===== src/soc_pkg.sv =====
package soc_pkg;

    // ------------------------------------------------------------
    // Bus types
    // ------------------------------------------------------------
    localparam int WORD_W    = 32;
    localparam int BYTE_W    = 8;
    localparam int WSTRB_W   = WORD_W / BYTE_W;
    localparam int LED_ROW_W = 8;

    typedef logic [WORD_W-1:0]    word_t;
    typedef logic [WORD_W-1:0]    addr_t;
    typedef logic [WSTRB_W-1:0]   wstrb_t;
    typedef logic [LED_ROW_W-1:0] led_row_t;

    // Byte offset bits below the word index
    localparam int WORD_LSB = 2;

    // ------------------------------------------------------------
    // Address map
    // ------------------------------------------------------------
    // Direction register, 1 means the pin drives
    localparam addr_t GPIO_DIR_ADDR    = 32'h1000_0000;
    localparam addr_t GPIO_OUTPUT_ADDR = 32'h1000_0004;
    // Read-only, synchronized pin levels
    localparam addr_t GPIO_INPUT_ADDR  = 32'h1000_0008;

    localparam addr_t LED_FB_ADDR      = 32'h1000_0010;

    // Scratch RAM, size set by the top level
    localparam addr_t RAM_BASE_ADDR    = 32'h2000_0000;

    // ------------------------------------------------------------
    // LED matrix geometry
    // ------------------------------------------------------------
    localparam int LED_COLS = 4;

endpackage


===== src/gpio_ctrl.sv =====
`timescale 1ns/10ps

module gpio_ctrl #(
    parameter int GPIO_NR = 8
) (
    input  logic                clk,
    input  logic                rst_n,
    input  logic                sel,
    input  soc_pkg::addr_t      iomem_addr,
    input  soc_pkg::wstrb_t     iomem_wstrb,
    input  soc_pkg::word_t      iomem_wdata,
    input  logic [GPIO_NR-1:0]  gpio_in,
    output logic                ready,
    output soc_pkg::word_t      rdata,
    output logic [GPIO_NR-1:0]  gpio_out,
    output logic [GPIO_NR-1:0]  gpio_oe
);

    logic [GPIO_NR-1:0] dir_q;
    logic [GPIO_NR-1:0] out_q;
    logic [GPIO_NR-1:0] in_meta;
    logic [GPIO_NR-1:0] in_sync;

    // ------------------------------------------------------------
    // Control registers and input synchronizer
    // ------------------------------------------------------------
    always_ff @(posedge clk or negedge rst_n) begin
        if (!rst_n) begin
            ready   <= 1'b0;
            dir_q   <= '0;
            out_q   <= '0;
            in_meta <= '0;
            in_sync <= '0;
        end else begin
            ready   <= sel;
            in_meta <= gpio_in;
            in_sync <= in_meta;
            // Input address is read-only, writes to it fall through
            if (sel && |iomem_wstrb) begin
                if (iomem_addr == soc_pkg::GPIO_DIR_ADDR) begin
                    dir_q <= iomem_wdata[GPIO_NR-1:0];
                end else if (iomem_addr == soc_pkg::GPIO_OUTPUT_ADDR) begin
                    out_q <= iomem_wdata[GPIO_NR-1:0];
                end
            end
        end
    end

    // Read mux, registered with the select
    always_ff @(posedge clk) begin
        if (sel) begin
            if (iomem_addr == soc_pkg::GPIO_DIR_ADDR) begin
                rdata <= soc_pkg::word_t'(dir_q);
            end else if (iomem_addr == soc_pkg::GPIO_OUTPUT_ADDR) begin
                rdata <= soc_pkg::word_t'(out_q);
            end else begin
                rdata <= soc_pkg::word_t'(in_sync);
            end
        end
    end

    assign gpio_out = out_q;
    assign gpio_oe  = dir_q;

endmodule


===== config.mk =====
export PLATFORM = sky130hd
export DESIGN_NAME = gpio_ctrl
export DESIGN_NICKNAME = d
export VERILOG_FILES = /design/src/soc_pkg.sv /design/src/gpio_ctrl.sv
export SDC_FILE = /design/constraint.sdc
export NUM_CORES = 1
export LEC_CHECK = 0
export BUFFER_PORTS_ARGS = -buffer_cell sky130_fd_sc_hd__buf_2
export CAP_MARGIN = 15
export CORE_MARGIN = 5
export CORE_UTILIZATION = 42
export CTS_BUF_LIST = sky130_fd_sc_hd__clkbuf_4
export DETAILED_ROUTE_END_ITERATION = 6
export PLACE_DENSITY_LB_ADDON = 0.2
export SLEW_MARGIN = 5
export SYNTH_ARGS = -nofsm -noshare
export SYNTH_HDL_FRONTEND = slang
export SYNTH_SLANG_ARGS = --single-unit

===== constraint.sdc =====
create_clock -name clk -period 1.5 [get_ports clk]
set_input_delay 0.225 -clock clk [delete_from_list [all_inputs] [get_ports clk]]
set_output_delay 0.225 -clock clk [all_outputs]
set_load 0.01 [all_outputs]

==> impl_metrics.yaml <==
detailed_routing:
  firstDrtPassIters: 2
  vias: 1224
  wl_per_cell_um: 15.57
  drtIter0Drc: 22
  drt-total-wl_mm: 4.156
  drc_errors: 0
  drtAntennaViolNets: 0
  viasPerCell: 4.584
global_routing:
  grt_pass1_wl_mm: 6.196
  use_met3: 0.05207
  grt.overflow.total: 0
  grt_max_degree: 34
  grt_usage: 0.1499
  use_met1: 0.1659
  grt_pass1_vias: 1268
  busiest_layer: "met2"
  met2_usage: 0.2698
  antenna_found_initial: 0
synth:
  yosys.area.top_type: "dfrtp_1"
  netlist_instances: 114
  ys.warnings.count: 0
  synth_area_um2: 1789
  synth_seq_cells: 41
  ys_seq_area_frac: 0.5958
  synthDistinctLibCells: 14
  yosysTopAreaCellShare: 0.4615
  synthTopCellsByArea: "dfrtp_1 (46%), mux2_2 (20%), edfxtp_1 (13%)"
  synth_area_per_cell_um2: 15.69
cts:
  cts_tree: "done"
  postCtsSetupBuffers: 0
  root_buffer: "clkbuf_4"
  htreeDepth: 2
  clockBufferDepth: 2
  numCtsBuffers: 5
  cts_sinks: 41
  insertion_delay_ns: 0.34
  path_clk_slew_ns: 0.12
worst_setup_path:
  worstPathRequired_ns: 1.73
  crit_fanout: 5
  arrival_ns: 1.69
  worstSetupStartpoint: "iomem_addr[7]"
  crit_type: "primary input to flip-flop"
  r2r_end: "rdata[6]"
  ff2ff_path_depth: 2
  r2r_slack_ns: 0.32
  start_kind: "primary input"
  endpoint_kind: "flip-flop"
  cp-endpoint: "gpio_out[4]"
  reg2reg_from: "gpio_out[6]"
pwr:
  p_per_area_nw_per_um2: 849.0
  p_leak_nw: 1.274
  vdd_drop_max_uv: 632.9
  report.power.total_w: 0.002112
sta:
  tightest_slew_ns: 0.7220
  whs_ns: 0.1188
  skew_ns: 0.01181
  fmax_ghz: 0.6828
  rsz0062_at_grt: "yes"
  max_slew_margin: 0.5186
  timing.setup.tns_ns: 0
  drv_slew: 0
  setup_slack_ns: 0.03544
  min_period_ns: 1.465
  setup_violations: 0
  fin_crit_sh: 0.9764
  hold_viol: 0
cells_and_area:
  design_area_um2: 2487
  syn2layout_area_growth_pct: 39.02
  diodes: 0
  final_nets: 295
  final_layout_size_suffix_gt1_frac: 0.6452
  mostFrequentLayoutCell: "buf_2"
  layout_common_cells: "buf_2 (79), dfrtp_1 (33), mux2_2 (30)"
floorplan:
  chipWidth_um: 75.27
  io-pin-count: 128
  rows: 23
  start_util: 0.4409
  fp.dieArea_um2: 5666
  fp.dieH_um: 75.27
  core_area_um2: 4058
place:
  pre_cts_ws_ns: -0.3770
  placed_area_um2: 2278
  place_hpwl_mm: 3.316
  io_buffers: 79
  finalWeightedCongestion: 0.6685
flow_run:
  max-cap-violations: 0
min_path:
  hp-start: "iomem_wdata[7]"
  min_path_type: "primary input to flip-flop"
run_status:
  outcome: "finished clean"
[critical path: stages]
cell	delay, ns
buf_2	0.11
nor4_2	0.28
nand4_2	0.26
nor4_4	0.30
buf_4	0.19
mux2_2	0.33
[sequential cells by signal (all words and copies together), names as in the netlist]
signal	count
gpio_out	8
ready	1
gpio_oe	8
in_meta	8
rdata	8
in_sync	8
[worst min-delay path by stage]
stage | end | slack [ns] | depth (start not counted)
floorplan | gpio_oe[0] | -0.07 | 0
global placement | in_meta[7] | 0.30 | 1
detailed placement | in_meta[7] | 0.32 | 1
CTS | gpio_out[5] | 0.10 | 2
global route | gpio_out[5] | 0.1 | 2
finish | gpio_oe[7] | 0.12 | 2
[cell type report]
type	count	area, um^2
fillers	327	1570
flip-flops and latches	41	1066
multi-input cells	70	701.9
repair buffers	97	573.1
well taps	50	62.56
clock buffers	6	45.04
clock inverters	2	35.03
inverters	1	3.754
[where the power goes]
part / switching [W] / internal [W]
Combinational: 0.000124 / 0.000104
Sequential: 0.00000820 / 0.00117
Clock: 0.000336 / 0.000368
[synth_stat cells]
cell type and number:
buf_4 25, conb_1 1, dfrtp_1 33, edfxtp_1 8
inv_1 1, mux2_2 32, nand4_2 2, nor2_2 1
nor3_1 1, nor4_1 3, nor4_2 3, nor4_4 2
nor4b_4 1, o41ai_1 1
[layer usage]
metal  part of all wire  vias to the layer above
met5                  0                        -
met4              0.013                        0
met3               0.13                        5
met2               0.49                       73
met1               0.36                      582
li1                   -                      564
[cells by family after synthesis]
group,Yosys count,share of synthesized area
mux,32,0.2014
other cells,1,0.002096
buf+inv,26,0.1070
flops,41,0.5958
simple gates,13,0.08881
compound gates,1,0.004896
[stage by stage]
step                std cells    util
floorplan                 137       -
global route              267  0.6130
CTS                       267  0.6056
detailed placement        250  0.5615
global placement          250  0.5615
finish                    267  0.6130
[what timing repair did]
item / 4_1_cts / 5_1_grt
endpoints found under the setup margin: 2 / 23
gates resized for setup: 1 / 5
pin swaps: 0 / 4
hold buffers: 9 / 0
cloned: 0 / 0
hold endpoints to repair: 41 / 0
(Power assumes the default switching activity.)
