$ cat src/soc_pkg.sv
package soc_pkg;

    // ------------------------------------------------------------
    // Bus types
    // ------------------------------------------------------------
    localparam int WORD_W    = 32;
    localparam int BYTE_W    = 8;
    localparam int WSTRB_W   = WORD_W / BYTE_W;
    localparam int LED_ROW_W = 8;

    typedef logic [WORD_W-1:0]    word_t;
    typedef logic [WORD_W-1:0]    addr_t;
    typedef logic [WSTRB_W-1:0]   wstrb_t;
    typedef logic [LED_ROW_W-1:0] led_row_t;

    // Byte offset bits below the word index
    localparam int WORD_LSB = 2;

    // ------------------------------------------------------------
    // Address map
    // ------------------------------------------------------------
    // Direction register, 1 means the pin drives
    localparam addr_t GPIO_DIR_ADDR    = 32'h1000_0000;
    localparam addr_t GPIO_OUTPUT_ADDR = 32'h1000_0004;
    // Read-only, synchronized pin levels
    localparam addr_t GPIO_INPUT_ADDR  = 32'h1000_0008;

    localparam addr_t LED_FB_ADDR      = 32'h1000_0010;

    // Scratch RAM, size set by the top level
    localparam addr_t RAM_BASE_ADDR    = 32'h2000_0000;

    // ------------------------------------------------------------
    // LED matrix geometry
    // ------------------------------------------------------------
    localparam int LED_COLS = 4;

endpackage

$ cat src/iomem_fabric.sv
`timescale 1ns/10ps

module iomem_fabric #(
    parameter int RAM_WORDS = 256
) (
    input  logic                clk,
    input  logic                rst_n,
    input  logic                iomem_valid,
    input  soc_pkg::addr_t      iomem_addr,
    input  logic                ram_ready,
    input  logic                gpio_ready,
    input  logic                led_ready,
    input  soc_pkg::word_t      ram_rdata,
    input  soc_pkg::word_t      gpio_rdata,
    input  soc_pkg::word_t      led_rdata,
    output logic                ram_sel,
    output logic                gpio_sel,
    output logic                led_sel,
    output logic                iomem_ready,
    output soc_pkg::word_t      iomem_rdata
);

    // First byte address past the RAM
    localparam soc_pkg::addr_t RAM_END_ADDR =
        soc_pkg::RAM_BASE_ADDR + soc_pkg::addr_t'(RAM_WORDS * 4);

    logic ram_hit;
    logic gpio_hit;
    logic led_hit;

    // ------------------------------------------------------------
    // Address decode
    // ------------------------------------------------------------
    assign ram_hit  = (iomem_addr >= soc_pkg::RAM_BASE_ADDR) &&
                      (iomem_addr < RAM_END_ADDR);
    assign gpio_hit = (iomem_addr == soc_pkg::GPIO_DIR_ADDR)    ||
                      (iomem_addr == soc_pkg::GPIO_OUTPUT_ADDR) ||
                      (iomem_addr == soc_pkg::GPIO_INPUT_ADDR);
    assign led_hit  = (iomem_addr == soc_pkg::LED_FB_ADDR);

    // Selects drop while ready is up so a held request is served once
    assign ram_sel  = iomem_valid && ram_hit  && !iomem_ready;
    assign gpio_sel = iomem_valid && gpio_hit && !iomem_ready;
    assign led_sel  = iomem_valid && led_hit  && !iomem_ready;

    // ------------------------------------------------------------
    // Ready merge and read data mux
    // ------------------------------------------------------------
    assign iomem_ready = ram_ready | gpio_ready | led_ready;

    always_comb begin
        if (ram_ready) begin
            iomem_rdata = ram_rdata;
        end else if (gpio_ready) begin
            iomem_rdata = gpio_rdata;
        end else if (led_ready) begin
            iomem_rdata = led_rdata;
        end else begin
            iomem_rdata = '0;
        end
    end

    // Targets answer a decoded select only, so their readies never overlap
    a_one_ready: assert property (@(posedge clk) disable iff (!rst_n)
        $onehot0({ram_ready, gpio_ready, led_ready}))
        else $error("More than one target ready in the same cycle");

endmodule

$ cat config.mk
export PLATFORM = sky130hd
export DESIGN_NAME = iomem_fabric
export DESIGN_NICKNAME = d
export VERILOG_FILES = /design/src/soc_pkg.sv /design/src/iomem_fabric.sv
export SDC_FILE = /design/constraint.sdc
export NUM_CORES = 1
export LEC_CHECK = 0
export ABC_AREA = 1
export BUFFER_PORTS_ARGS = -buffer_cell sky130_fd_sc_hd__buf_4
export CAP_MARGIN = 20
export CELL_PAD_IN_SITES_DETAIL_PLACEMENT = 0
export CELL_PAD_IN_SITES_GLOBAL_PLACEMENT = 1
export CORE_MARGIN = 2
export CORE_UTILIZATION = 14
export DETAILED_ROUTE_END_ITERATION = 8
export PLACE_DENSITY = 0.95
export SETUP_SLACK_MARGIN = 0.15
export SLEW_MARGIN = 20
export SYNTH_ARGS = -nofsm -noshare
export SYNTH_HDL_FRONTEND = slang
export SYNTH_SLANG_ARGS = --single-unit
$ cat constraint.sdc
create_clock -name vclk -period 1.4
set_input_delay 0.07 -clock vclk [all_inputs]
set_output_delay 0.07 -clock vclk [all_outputs]
set_load 0.05 [all_outputs]
==> reports/metrics.yaml <==
sta:
  clock.fmax_mhz: 899
  drv_slew: 0
  period_share_pct: 79.4
  tns_ns: 0
  setup_violations: 0
  layout_min_cycle_time_ns: 1.11
  worst_hold_slack_ns: 0.534
  rsz0062_at_grt: "no"
  timing.final.hold_violations: 0
  slew_headroom_pct: 73.3
  worst_pin_slew_ns: 0.400
setup_path:
  cp_common_cell: "buf_4"
  crit_type: "in -> out"
  slowest_stage: "buf_4"
  critical_path.max_stage_delay_ns: 0.22
  start_kind: "primary input"
  cp-end-kind: "primary output"
  critPathMaxFanout: 15
  path_cells: "buf_4 > clkinv_2 > buf_4 > nor2_1 > a21oi_2 > buf_4"
  arrival_ns: 1.04
  crit_required_ns: 1.33
drt:
  wirelength_um: 5230
  first_pass_iters: 4
  drc: 0
  wl_per_cell_um: 12.4
  num_vias: 1906
  drtIter0Drc: 49
  dr_wl_met3_um: 498
  final_antenna_net_count: 0
  top_layer_used: "met4"
  via_per_inst: 4.52
  wl_met2_um: 2750
  wl_met1_um: 1960
final_layout:
  final_util_pct: 36.9
  seq_cells: 0
  drive_gt1_share_pct: 60.9
  regArea_sq_um: 0
  final_common_cell: "buf_4"
  nets: 481
  final_cell_mix: "buf_4 (170), nor2_1 (51), nand3_1 (36)"
  area_growth_pct: 157
  n_fill_cell: 708
  clock_buffers: 0
  diodes: 0
global_route:
  grt_max_degree: 34
  grt_util_all_layers_pct: 13.6
  grt_pass1_wl_um: 8390
  gr-total-overflow: 0
  antenna_found_initial: 0
  grt_pass1_vias: 1890
synth:
  syn-num-nets: 325
  yosysWarnings: 0
  synth.distinct_cells: 15
  syn_area_per_cell_sq_um: 4.74
  syn_inst: 191
  ys_seq_area_share_pct: 0
  syn_area_sq_um: 906
die:
  die_h_um: 84.4
  core_area_sq_um: 6310
  start_util_pct: 14.3
  die-area_sq_um: 7130
  core.rowCount: 29
  boundaryPins: 170
  die_w_um: 84.4
pwr:
  p_leak_uw: 0.00112
  total_power_uw: 992
  power_density_nw_per_um2: 426
  vdd_drop_max_uv: 223
clock_tree:
  postCtsSetupRepairBufs: 0
job:
  cap_violations: 0
placement:
  io_buffer_count: 168
  dp_hpwl_um: 4220
  place_congestion: 0.755
status:
  status: "finished clean"
min_path:
  hold_class: "in -> out"
==> critical path, delay by kind of cell <==
kind                   cells  cell delay (ns)
buffers and inverters      4             0.79
AOI/OAI and AO/OA          1             0.04
and+or+nand+nor            1             0.14
==> area by class of cell <==
cell class	count	area [sq um]	area share [%]
Timing Repair Buffer	172	1310	56.2
Multi-Input combinational cell	169	903	38.8
Tap cell	77	96.3	4.14
Inverter	4	21.3	0.913
==> logic make-up (layout without fill, tap and decap cells) <==
group           Yosys count  count (layout)  share of synthesized area, %
buf+inv                  22             176                          14.0
compound gates           64              64                          35.4
simple gates            105             105                          50.7
==> cells in the mapped netlist <==
| cell type | instances | share of area (%) |
|---|---|---|
| nor3_1 | 1 | 0.55 |
| nand2_2 | 1 | 0.69 |
| and3_1 | 1 | 0.69 |
| a21oi_1 | 64 | 35 |
| nand3_1 | 36 | 20 |
| or2_0 | 1 | 0.69 |
| nand3b_1 | 1 | 0.83 |
| nand2_1 | 9 | 3.7 |
| nor2_1 | 54 | 22 |
| nor2_4 | 1 | 1.2 |
| clkinv_2 | 2 | 1.1 |
| buf_4 | 5 | 4.1 |
| buf_6 | 1 | 1.2 |
| inv_1 | 2 | 0.83 |
| buf_2 | 12 | 6.6 |
==> final timing paths <==
| path | start | to | slack, ns | cells after the start |
|---|---|---|---|---|
| worst max-delay path | ram_ready | iomem_rdata[28] | 0.29 | 6 |
| worst min-delay path | ram_rdata[12] | iomem_rdata[12] | 0.53 | 4 |
==> stage by stage <==
step / instance area (sq um) / cells / worst slack, ns
final: 2330 / 422 / 0.288
after global routing: 2330 / 422 / 0.176
after CTS: 2320 / 422 / 0.246
after detailed placement: 2320 / 422 / 0.0390
after global placement: 2320 / 422 / 0.0697
after floorplan: 1030 / 191 / 0.193
==> per-layer routing <==
metal / vias up / track usage, %
met3: 4 / 2.16
met1: 824 / 15.2
met4: 0 / 1.30
li1: 967 / -
met5: - / 0
met2: 111 / 27.4
==> report_power, final <==
| group | leakage [uW] | switching [uW] | internal (uW) | total [uW] |
|---|---|---|---|---|
| combinational | 0.00112 | 557 | 435 | 992 |
| sequential | 0 | 0 | 0 | 0 |
| clock | 0 | 0 | 0 | 0 |
| total | 0.00112 | 557 | 435 | 992 |
==> repair_timing <==
| action | in CTS | in global routing |
|---|---|---|
| resized for setup | 1 | 1 |
| cloned | 0 | 0 |
| hold buffers | 0 | 0 |
| endpoints found under the setup margin | 32 | 1 |
| endpoints found under the hold margin | 0 | 0 |
(Power assumes the default switching activity.)
