File: src/soc_pkg.sv
package soc_pkg;

    // ------------------------------------------------------------
    // Bus types
    // ------------------------------------------------------------
    localparam int WORD_W    = 32;
    localparam int BYTE_W    = 8;
    localparam int WSTRB_W   = WORD_W / BYTE_W;
    localparam int LED_ROW_W = 8;

    typedef logic [WORD_W-1:0]    word_t;
    typedef logic [WORD_W-1:0]    addr_t;
    typedef logic [WSTRB_W-1:0]   wstrb_t;
    typedef logic [LED_ROW_W-1:0] led_row_t;

    // Byte offset bits below the word index
    localparam int WORD_LSB = 2;

    // ------------------------------------------------------------
    // Address map
    // ------------------------------------------------------------
    // Direction register, 1 means the pin drives
    localparam addr_t GPIO_DIR_ADDR    = 32'h1000_0000;
    localparam addr_t GPIO_OUTPUT_ADDR = 32'h1000_0004;
    // Read-only, synchronized pin levels
    localparam addr_t GPIO_INPUT_ADDR  = 32'h1000_0008;

    localparam addr_t LED_FB_ADDR      = 32'h1000_0010;

    // Scratch RAM, size set by the top level
    localparam addr_t RAM_BASE_ADDR    = 32'h2000_0000;

    // ------------------------------------------------------------
    // LED matrix geometry
    // ------------------------------------------------------------
    localparam int LED_COLS = 4;

endpackage

File: src/led_matrix_fb.sv
`timescale 1ns/10ps

module led_matrix_fb #(
    parameter int SCAN_DIV = 16
) (
    input  logic                          clk,
    input  logic                          rst_n,
    input  logic                          sel,
    input  soc_pkg::wstrb_t               iomem_wstrb,
    input  soc_pkg::word_t                iomem_wdata,
    output logic                          ready,
    output soc_pkg::word_t                rdata,
    output soc_pkg::led_row_t             leds,
    output logic [soc_pkg::LED_COLS-1:0]  lcol
);

    localparam int DIV_W = (SCAN_DIV > 1) ? $clog2(SCAN_DIV) : 1;
    localparam int COL_W = $clog2(soc_pkg::LED_COLS);

    soc_pkg::word_t   fb;
    logic [DIV_W-1:0] div_cnt;
    logic [COL_W-1:0] col;

    // ------------------------------------------------------------
    // Bus side
    // ------------------------------------------------------------
    always_ff @(posedge clk or negedge rst_n) begin
        if (!rst_n) begin
            ready <= 1'b0;
            fb    <= '0;
        end else begin
            ready <= sel;
            if (sel && |iomem_wstrb) begin
                fb <= iomem_wdata;
            end
        end
    end

    always_ff @(posedge clk) begin
        if (sel) begin
            rdata <= fb;
        end
    end

    // ------------------------------------------------------------
    // Column scanner
    // ------------------------------------------------------------
    always_ff @(posedge clk or negedge rst_n) begin
        if (!rst_n) begin
            div_cnt <= '0;
            col     <= '0;
        end else if (div_cnt == DIV_W'(SCAN_DIV - 1)) begin
            div_cnt <= '0;
            col     <= col + 1'b1;
        end else begin
            div_cnt <= div_cnt + 1'b1;
        end
    end

    // Column 0 shows the top byte, outputs are active low
    assign lcol = ~(soc_pkg::LED_COLS'(1) << col);
    assign leds = ~fb[soc_pkg::LED_ROW_W*(soc_pkg::LED_COLS-1-col) +: soc_pkg::LED_ROW_W];

    // One column low at a time, moving only when the divider wraps
    a_one_col: assert property (@(posedge clk) disable iff (!rst_n)
        $onehot(~lcol) && ($stable(lcol) || ($past(div_cnt) == DIV_W'(SCAN_DIV - 1))))
        else $error("LED column drive not one-hot low or moved off the scan period");

endmodule

File: config.mk
export PLATFORM = sky130hd
export DESIGN_NAME = led_matrix_fb
export DESIGN_NICKNAME = d
export VERILOG_FILES = /design/src/soc_pkg.sv /design/src/led_matrix_fb.sv
export SDC_FILE = /design/constraint.sdc
export NUM_CORES = 1
export LEC_CHECK = 0
export ABC_CLOCK_PERIOD_IN_PS = 1920
export BUFFER_PORTS_ARGS = -buffer_cell sky130_fd_sc_hd__buf_2
export CORE_ASPECT_RATIO = 0.7
export CORE_MARGIN = 1.5
export CORE_UTILIZATION = 35
export DETAILED_ROUTE_END_ITERATION = 16
export GPL_ROUTABILITY_DRIVEN = 0
export GPL_TIMING_DRIVEN = 0
export PLACE_DENSITY = 0.67
export SYNTH_ARGS = -nofsm -noshare
export SYNTH_HDL_FRONTEND = slang
export SYNTH_SLANG_ARGS = --single-unit
File: constraint.sdc
create_clock -name clk -period 1.92 [get_ports clk]
set_clock_uncertainty 0.05 [all_clocks]
set_input_delay 0.192 -clock clk [delete_from_list [all_inputs] [get_ports clk]]
set_output_delay 0.192 -clock clk [all_outputs]
set_load 0.05 [all_outputs]
==> metrics.md, run 1 <==
| Metric | Value |
|---|---|
| Count of endpoints failing setup in the final report | 0 |
| Layout cells sized above 1 | 0.620 |
| Largest net degree at the start of global routing | 40 |
| Share of the synthesized area in the top cell type | 0.358 |
| Post-synth EDFFs | 32 |
| DRC viols | 0 |
| IO Count | 84 |
| Leak Pwr | 1.64 nW |
| Drt total wl | ~5500 um |
| Die area | roughly 8300 um2 |
| Initial drt markers | 32 |
| PwrDens | 1090 nW/um2 |
| CP Class | reg2out |
| P&R area growth vs syn | 35.3% |
| Slowest stage delay, CP | ~500 ps |
| Fmax | roughly 0.53 GHz |
| Critical path peak fanout | 4 |
| Yosys cell types | 17 |
| Nets | 289 |
| Clk pin slew, worst setup/hold paths | around 70 ps |
| Int Power | 3.00 mW |
| Diode count | 0 |
| Cell depth of the worst hold path | 2 |
| Top_reg_cell synth | dfrtp_1 |
| Horiz. Die Dim | 108 um |
| Sequential share of the synthesized area | 0.710 |
| Logic gate share of total power | 0.158 |
| Routed Antenna Nets | 0 |
| # port buffers | 83 |
| Total iterations of the first detailed-routing run | 4 |
| H-tree levels | 3 |
| Setup crit start kind | register |
| Sequential power share | 0.454 |
| P_sw | 1.01 mW |
| Tcrit/Tclk final | 0.982 |
| Slew Limit Fails | 0 |
| Starting Density | 0.368 |
| Hold path endpoint | fb[22] |
| First-pass GRT wire length | 8290 um |
| Arrival time worst endpoint | 1640 ps |
| Fin util | 0.497 |
| RSZ-0062 raised after global routing | yes |
| Status | finished, final reports clean |
| Vias in the first global route | 1583 |
| Synth warnings | 0 |
| GRT overflow | 0 |
| Worst hold path class | in2reg |
| HP Start | iomem_wdata[22] |
| Peak VDD IR | 0.394 mV |
| R2r endpoint | col[1] |
| Count leader, synth | dfrtp_1 |
| Die H | about 77 um |
| Syn_area_per_cell | approximately 19 um2 |
| WHS | 29.1 ps |
| Total Power | 4.01 mW |
| FP Rows | 26 |
| Clock latency on the worst-skew pair | 340 ps |
| Clock tree sinks | 71 |
| Via density | approximately 4.5 |
| CTS Buffer Depth | 2 |
| FFs w/ async S/R, synth | 0.549 |
| Clock power share | 0.388 |
| Fin crit period | 1890 ps |
| Synth area leaders | dfrtp_1 (36%), edfxtp_1 (35%), mux2_2 (13%) |
| Cell taking the most area after synthesis | dfrtp_1 |
| R2r worst-path depth | 5 |
| Initial antenna violation count | 0 |
| Worst EP required | 1680 ps |
| Post-DP HPWL | approximately 3700 um |
| Hold Vio Cnt, Final | 0 |
| Post-Syn Area | 2730 um2 |
| CTS root buffer | clkbuf_8 |
| Core ar. | 7420 um2 |
| Sequential cell area | ~1900 um2 |
| # fillers | about 660 |
| CP Cell Sequence | clkbuf_16 > mux4_2 > inv_2 > buf_8 |
| Net Sw Frac | 0.252 |
| Crit-path slowest cell | mux4_2 |
| DP Cell Count | between 300 and 400 |
| Synth Instances | 146 |
| Syn Nets | between 150 and 200 |
| Tot GR Track Use | 0.139 |
| Non-filler cells, final | 348 |
| Max Cap Viol | 0 |
| Worst slack, placed | around 37 ps |
| CTS tree | done |
| Vias | between 1.5k and 2k |
| Area occupied by multi-input gates | 691 um2 |
| Slack of the critical path | about 35 ps |
| Least-Margin Pin Slew | 925 ps |
| Rel. slew slack | 0.384 |
| Avg WL per Cell | 15.7 um |
| Worst R2R Start | col[0] |
| Post-synth top cells | dfrtp_1 (39), edfxtp_1 (32), mux2_2 (31) |
| Yosys reg bits | slightly above 70 |
| R2R Setup Slk | 440 ps |
| TritonCTS Buffers | 9 |
| Worst Setup End Kind | primary output |
-- stage by stage --
stage | TNS [ps] | instance area (um2)
final | 0 | 3690
after global routing | -132 | 3690
after detailed placement | 0 | 3260
after CTS | 0 | 3630
after floorplan | 0 | 2730
after global placement | 0 | 3260
-- final cells by class --
class                           count  share of cell area
Buffer                              5              0.0166
Clock buffer                       10              0.0373
Clock inverter                      6              0.0356
Inverter                           15              0.0153
Multi-Input combinational cell     55               0.187
Sequential cell                    71               0.525
Tap cell                           98              0.0332
Timing Repair Buffer               88               0.150
-- kinds of logic (layout without fill, tap and decap cells) --
family | count (synthesis) | count (layout) | share of synthesized area
flops | 71 | 71 | 0.710
mux | 41 | 41 | 0.202
xor+xnor | 2 | 2 | 0.00643
simple gates | 2 | 2 | 0.00367
compound gates | 5 | 5 | 0.0179
buf+inv | 20 | 124 | 0.0362
fa+ha+maj | 5 | 5 | 0.0229
-- what timing repair did --
item / in CTS / in global routing
setup endpoints to repair: 11 / 8
resized for setup: 21 / 17
buffers inserted: 1 / 1
cloned: 0 / 1
hold buffers: 2 / 0
endpoints found under the hold margin: 40 / 0
-- worst max-delay path: cells and delay by family (launching register included) --
family   cells  cell delay [ps]
mux          1              510
buf+inv      3              390
flops        1              420
-- layout by cell type, fill, tap and decap left out --
cell type,Yosys,final
xor2_1,1,1
dlygate4sd3_1,0,2
dfrtp_2,0,1
mux4_2,8,8
o21ai_0,2,2
buf_2,1,75
buf_6,3,4
ha_1,5,5
bufinv_16,0,4
nand3_1,2,2
dfrtp_1,39,38
buf_12,0,1
clkbuf_16,0,1
buf_8,0,7
o41ai_4,1,1
a21oi_1,1,1
xnor2_1,1,1
clkinv_1,0,1
inv_2,0,8
inv_1,15,7
clkinvlp_4,0,1
buf_4,0,2
edfxtp_1,32,32
clkbuf_8,0,10
mux2_1,2,2
clkbuf_4,0,1
a31oi_1,1,1
mux2_2,31,31
-- worst max path at each step --
stage               slack [ps]      end  depth (start not counted)    from
floorplan                  210  leds[4]                          3  col[0]
global placement            50  leds[3]                          4  col[1]
detailed placement          40  leds[3]                          4  col[1]
CTS                        0.6  leds[3]                          4  col[0]
global route               -20  leds[1]                          4  col[0]
finish                      30  leds[0]                          4  col[0]
-- routing by layer --
| layer | vias up | share of wire | GRT usage |
|---|---|---|---|
| li1 | 726 | - | - |
| met1 | 772 | 0.45 | 0.174 |
| met2 | 64 | 0.47 | 0.217 |
| met3 | 6 | 0.076 | 0.0621 |
| met4 | 0 | 0.0082 | 0.0395 |
| met5 | - | 0 | 0 |
-- power by group through the flow --
| stage | Combinational, mW | Sequential [mW] | Clock [mW] |
|---|---|---|---|
| final | 0.634 | 1.82 | 1.56 |
| after global routing | 0.668 | 1.84 | 1.66 |
| after CTS | 0.619 | 1.82 | 1.60 |
| after detailed placement | 0.589 | 1.85 | 0 |
| after global placement | 0.582 | 1.85 | 0 |
| after floorplan | 0.212 | 2.04 | 0 |
-- registers in the layout (all words and copies together) (netlist names) --
signal   count
ready        1
col          2
rdata       32
div_cnt      4
fb          32
No activity file was read; power rests on OpenSTA's default activity.
==> inputs of run 2 (changes only) <==
- CORE_UTILIZATION: 35 -> 50
- PLACE_DENSITY: 0.67 -> 0.87
==> run 2 against run 1 <==
Net effect: fmax is essentially flat; total power down 12%; via count is 0.45% higher; design area fell by 3.7%; sequential power about the same; die area shrank 29%; flip-flop and latch count did not move; critical path depth unchanged; combinational power barely moved; first-iteration DRC count rose to 3.2 times the previous value; critical endpoint is now leds[6]; highest routed layer unchanged.
==> metrics.md, run 2 (synthesis results as in run 1) <==
| Metric | Value |
|---|---|
| P_sw | 973 uW (-3.8%) |
| CTS root buffer | clkbuf_8 |
| Clock latency on the worst-skew pair | 330 ps (about the same) |
| H-tree levels | 3 (unchanged) |
| Largest registers | fb x32, rdata x32, div_cnt x4 |
| Least-Margin Pin Slew | 897 ps (-27.7 ps) |
| Arrival time worst endpoint | 1640 ps (about the same) |
| Post-DP HPWL | 3450 um (-7.5%) |
| Via density | 4.92 (+9.2%) |
| Status | finished, final reports clean |
| Fmax | 0.531 GHz (about the same) |
| Tot GR Track Use | 0.191 (+0.0527) |
| TritonCTS Buffers | 9 (unchanged) |
| Most frequent cells in the layout | buf_2 (75), dfrtp_1 (38), edfxtp_1 (32), mux2_2 (31), clkbuf_8 (9) |
| First-pass GRT wire length | 7860 um (-5.2%) |
| DRC viols | 0 (unchanged) |
| Vias in the first global route | 1582 (-0.063%) |
| Sequential power share | 0.513 (+0.059) |
| GRT met2 Usage | 0.296 (+0.0787) |
| Met3 Use GR | 0.108 (+0.0459) |
| Diode count | 0 (unchanged) |
| GRT overflow | 0 (unchanged) |
| Most common cell after layout, fill and taps aside | buf_2 |
| Tcrit/Tclk final | 0.981 (about the same) |
| P&R area growth vs syn | 30.4% |
| Layout cells sized above 1 | 0.613 (-0.00710) |
| Routed Antenna Nets | 0 (unchanged) |
| Die area | 5910 um2 (-29%) |
| RSZ-0062 raised after global routing | yes |
| Clk pin slew, worst setup/hold paths | 70 ps (about the same) |
| Routing usage on met1 | 0.228 (+0.0548) |
| Fin crit period | 1880 ps (-1.24 ps) |
| Net Sw Frac | 0.275 (+0.0228) |
| Leak Pwr | 1.59 nW (-2.6%) |
| Setup crit start kind | register |
| CTS Buffer Depth | 2 (unchanged) |
| Avg WL per Cell | 16.0 um (+1.8%) |
| # fillers | 377 (-43%) |
| Count of endpoints failing setup in the final report | 0 (unchanged) |
| PwrDens | 996 nW/um2 (-8.4%) |
| Clock power share | 0.307 (-0.081) |
| Max Cap Viol | 0 (unchanged) |
| IO Count | 84 (unchanged) |
| # port buffers | 83 (unchanged) |
| Nets | 287 (-0.69%) |
| Slew Limit Fails | 0 (unchanged) |
| CP startpoint | col[0] |
| Worst Setup End Kind | primary output |
| Initial drt markers | 102 (+220%) |
| Initial antenna violation count | 0 (unchanged) |
| Total iterations of the first detailed-routing run | 5 (+1) |
| CP Class | reg2out |
| Core ar. | 5260 um2 (-29%) |
| Peak VDD IR | 0.672 mV (+71%) |
| Drt total wl | 5130 um (-6.4%) |
| Rel. slew slack | 0.402 (+0.0185) |
| Worst EP required | 1680 ps (about the same) |
| Clock tree sinks | 71 (unchanged) |
| Gr busiest metal | met2 |
| Horiz. Die Dim | 91.3 um (-16%) |
| CTS tree | done |
| Vias | 1575 (+0.45%) |
| Die H | 64.8 um (-16%) |
| Starting Density | 0.519 (+0.151) |
| Worst R2R Start | col[1] |
| FP Rows | 22 (-15%) |
| WHS | 36.9 ps (+7.75 ps) |
| Worst hold path class | in2reg |
| Critical path peak fanout | 5 (+1) |
| Int Power | 2.57 mW (-14%) |
| Hold Vio Cnt, Final | 0 (unchanged) |
| HP Start | iomem_wdata[4] |
| Area after DPL | 3230 um2 (-1.0%) |
| Design area | 3550 um2 (-3.7%) |
| Largest net degree at the start of global routing | 40 (unchanged) |
| Logic gate share of total power | 0.180 (+0.022) |
run 2: changes by cell type in the layout (fill, tap and decap cells not counted):
cell	delta
clkbuf_8	-1
clkbuf_1	+2
buf_8	+1
clkinvlp_4	-1
dlygate4sd3_1	-1
clkinv_2	+3
buf_6	-1
buf_4	-1
bufinv_16	-3
run 2: worst paths after layout:
kind / end / cells past startpoint / slack, ps
max reg2reg: col[1] / 4 / 510
min in group asynchronous: fb[30] / 2 / 470
max: leds[6] / 4 / 40
min: fb[4] / 2 / 40
min reg2reg: rdata[4] / 0 / 420
max in group asynchronous: col[0] / 2 / 740
run 2: repair_timing:
action / 4_1_cts / 5_1_grt
endpoints found under the setup margin: 11 / 8
hold endpoints to repair: 39 / 0
hold buffers: 1 / 0
cloned: 0 / 1
resized for setup: 14 / 25
setup buffers: 1 / 0
pin swaps: 0 / 0
run 2: cell type report:
cell class | count | area, um2 | share of cell area
buffer | 5 | 61.3 | 0.0172
clock buffer | 11 | 131 | 0.0370
clock inverter | 5 | 48.8 | 0.0137
inverter | 15 | 56.3 | 0.0158
multi-input combinational | 55 | 691 | 0.194
sequential | 71 | 1940 | 0.545
tap | 72 | 90.1 | 0.0253
timing repair buffer | 86 | 538 | 0.151
run 2: power groups by stage:
stage	registers, mW	logic, mW	clock network (mW)
floorplan	2.04	0.212	0
global placement	1.84	0.581	0
detailed placement	1.85	0.589	0
CTS	1.82	0.604	1.12
global route	1.83	0.668	1.21
finish	1.82	0.637	1.09
run 2: critical path, cell delays in order, from the launching register on:
cell	delay, ps
dfrtp_2	420
clkbuf_16	170
mux4_2	500
inv_2	70
buf_8	140
run 2: metrics by stage:
step / TNS [ps] / util / power, mW / setup slack (ps) / cells
after floorplan: 0 / - / 2.25 / 212 / 146
after global placement: 0 / 0.615 / 2.42 / 70.9 / 301
after detailed placement: 0 / 0.615 / 2.44 / 37.6 / 301
after CTS: 0 / 0.660 / 3.54 / 2.36 / 319
after global routing: -219 / 0.676 / 3.71 / -35.7 / 320
final: 0 / 0.676 / 3.54 / 36.1 / 320
run 2: routing by layer:
layer  vias up  wire [um]
met2        72       2440
li1        731          -
met3         4        467
met4         0         37
met1       768       2190
met5         -          0
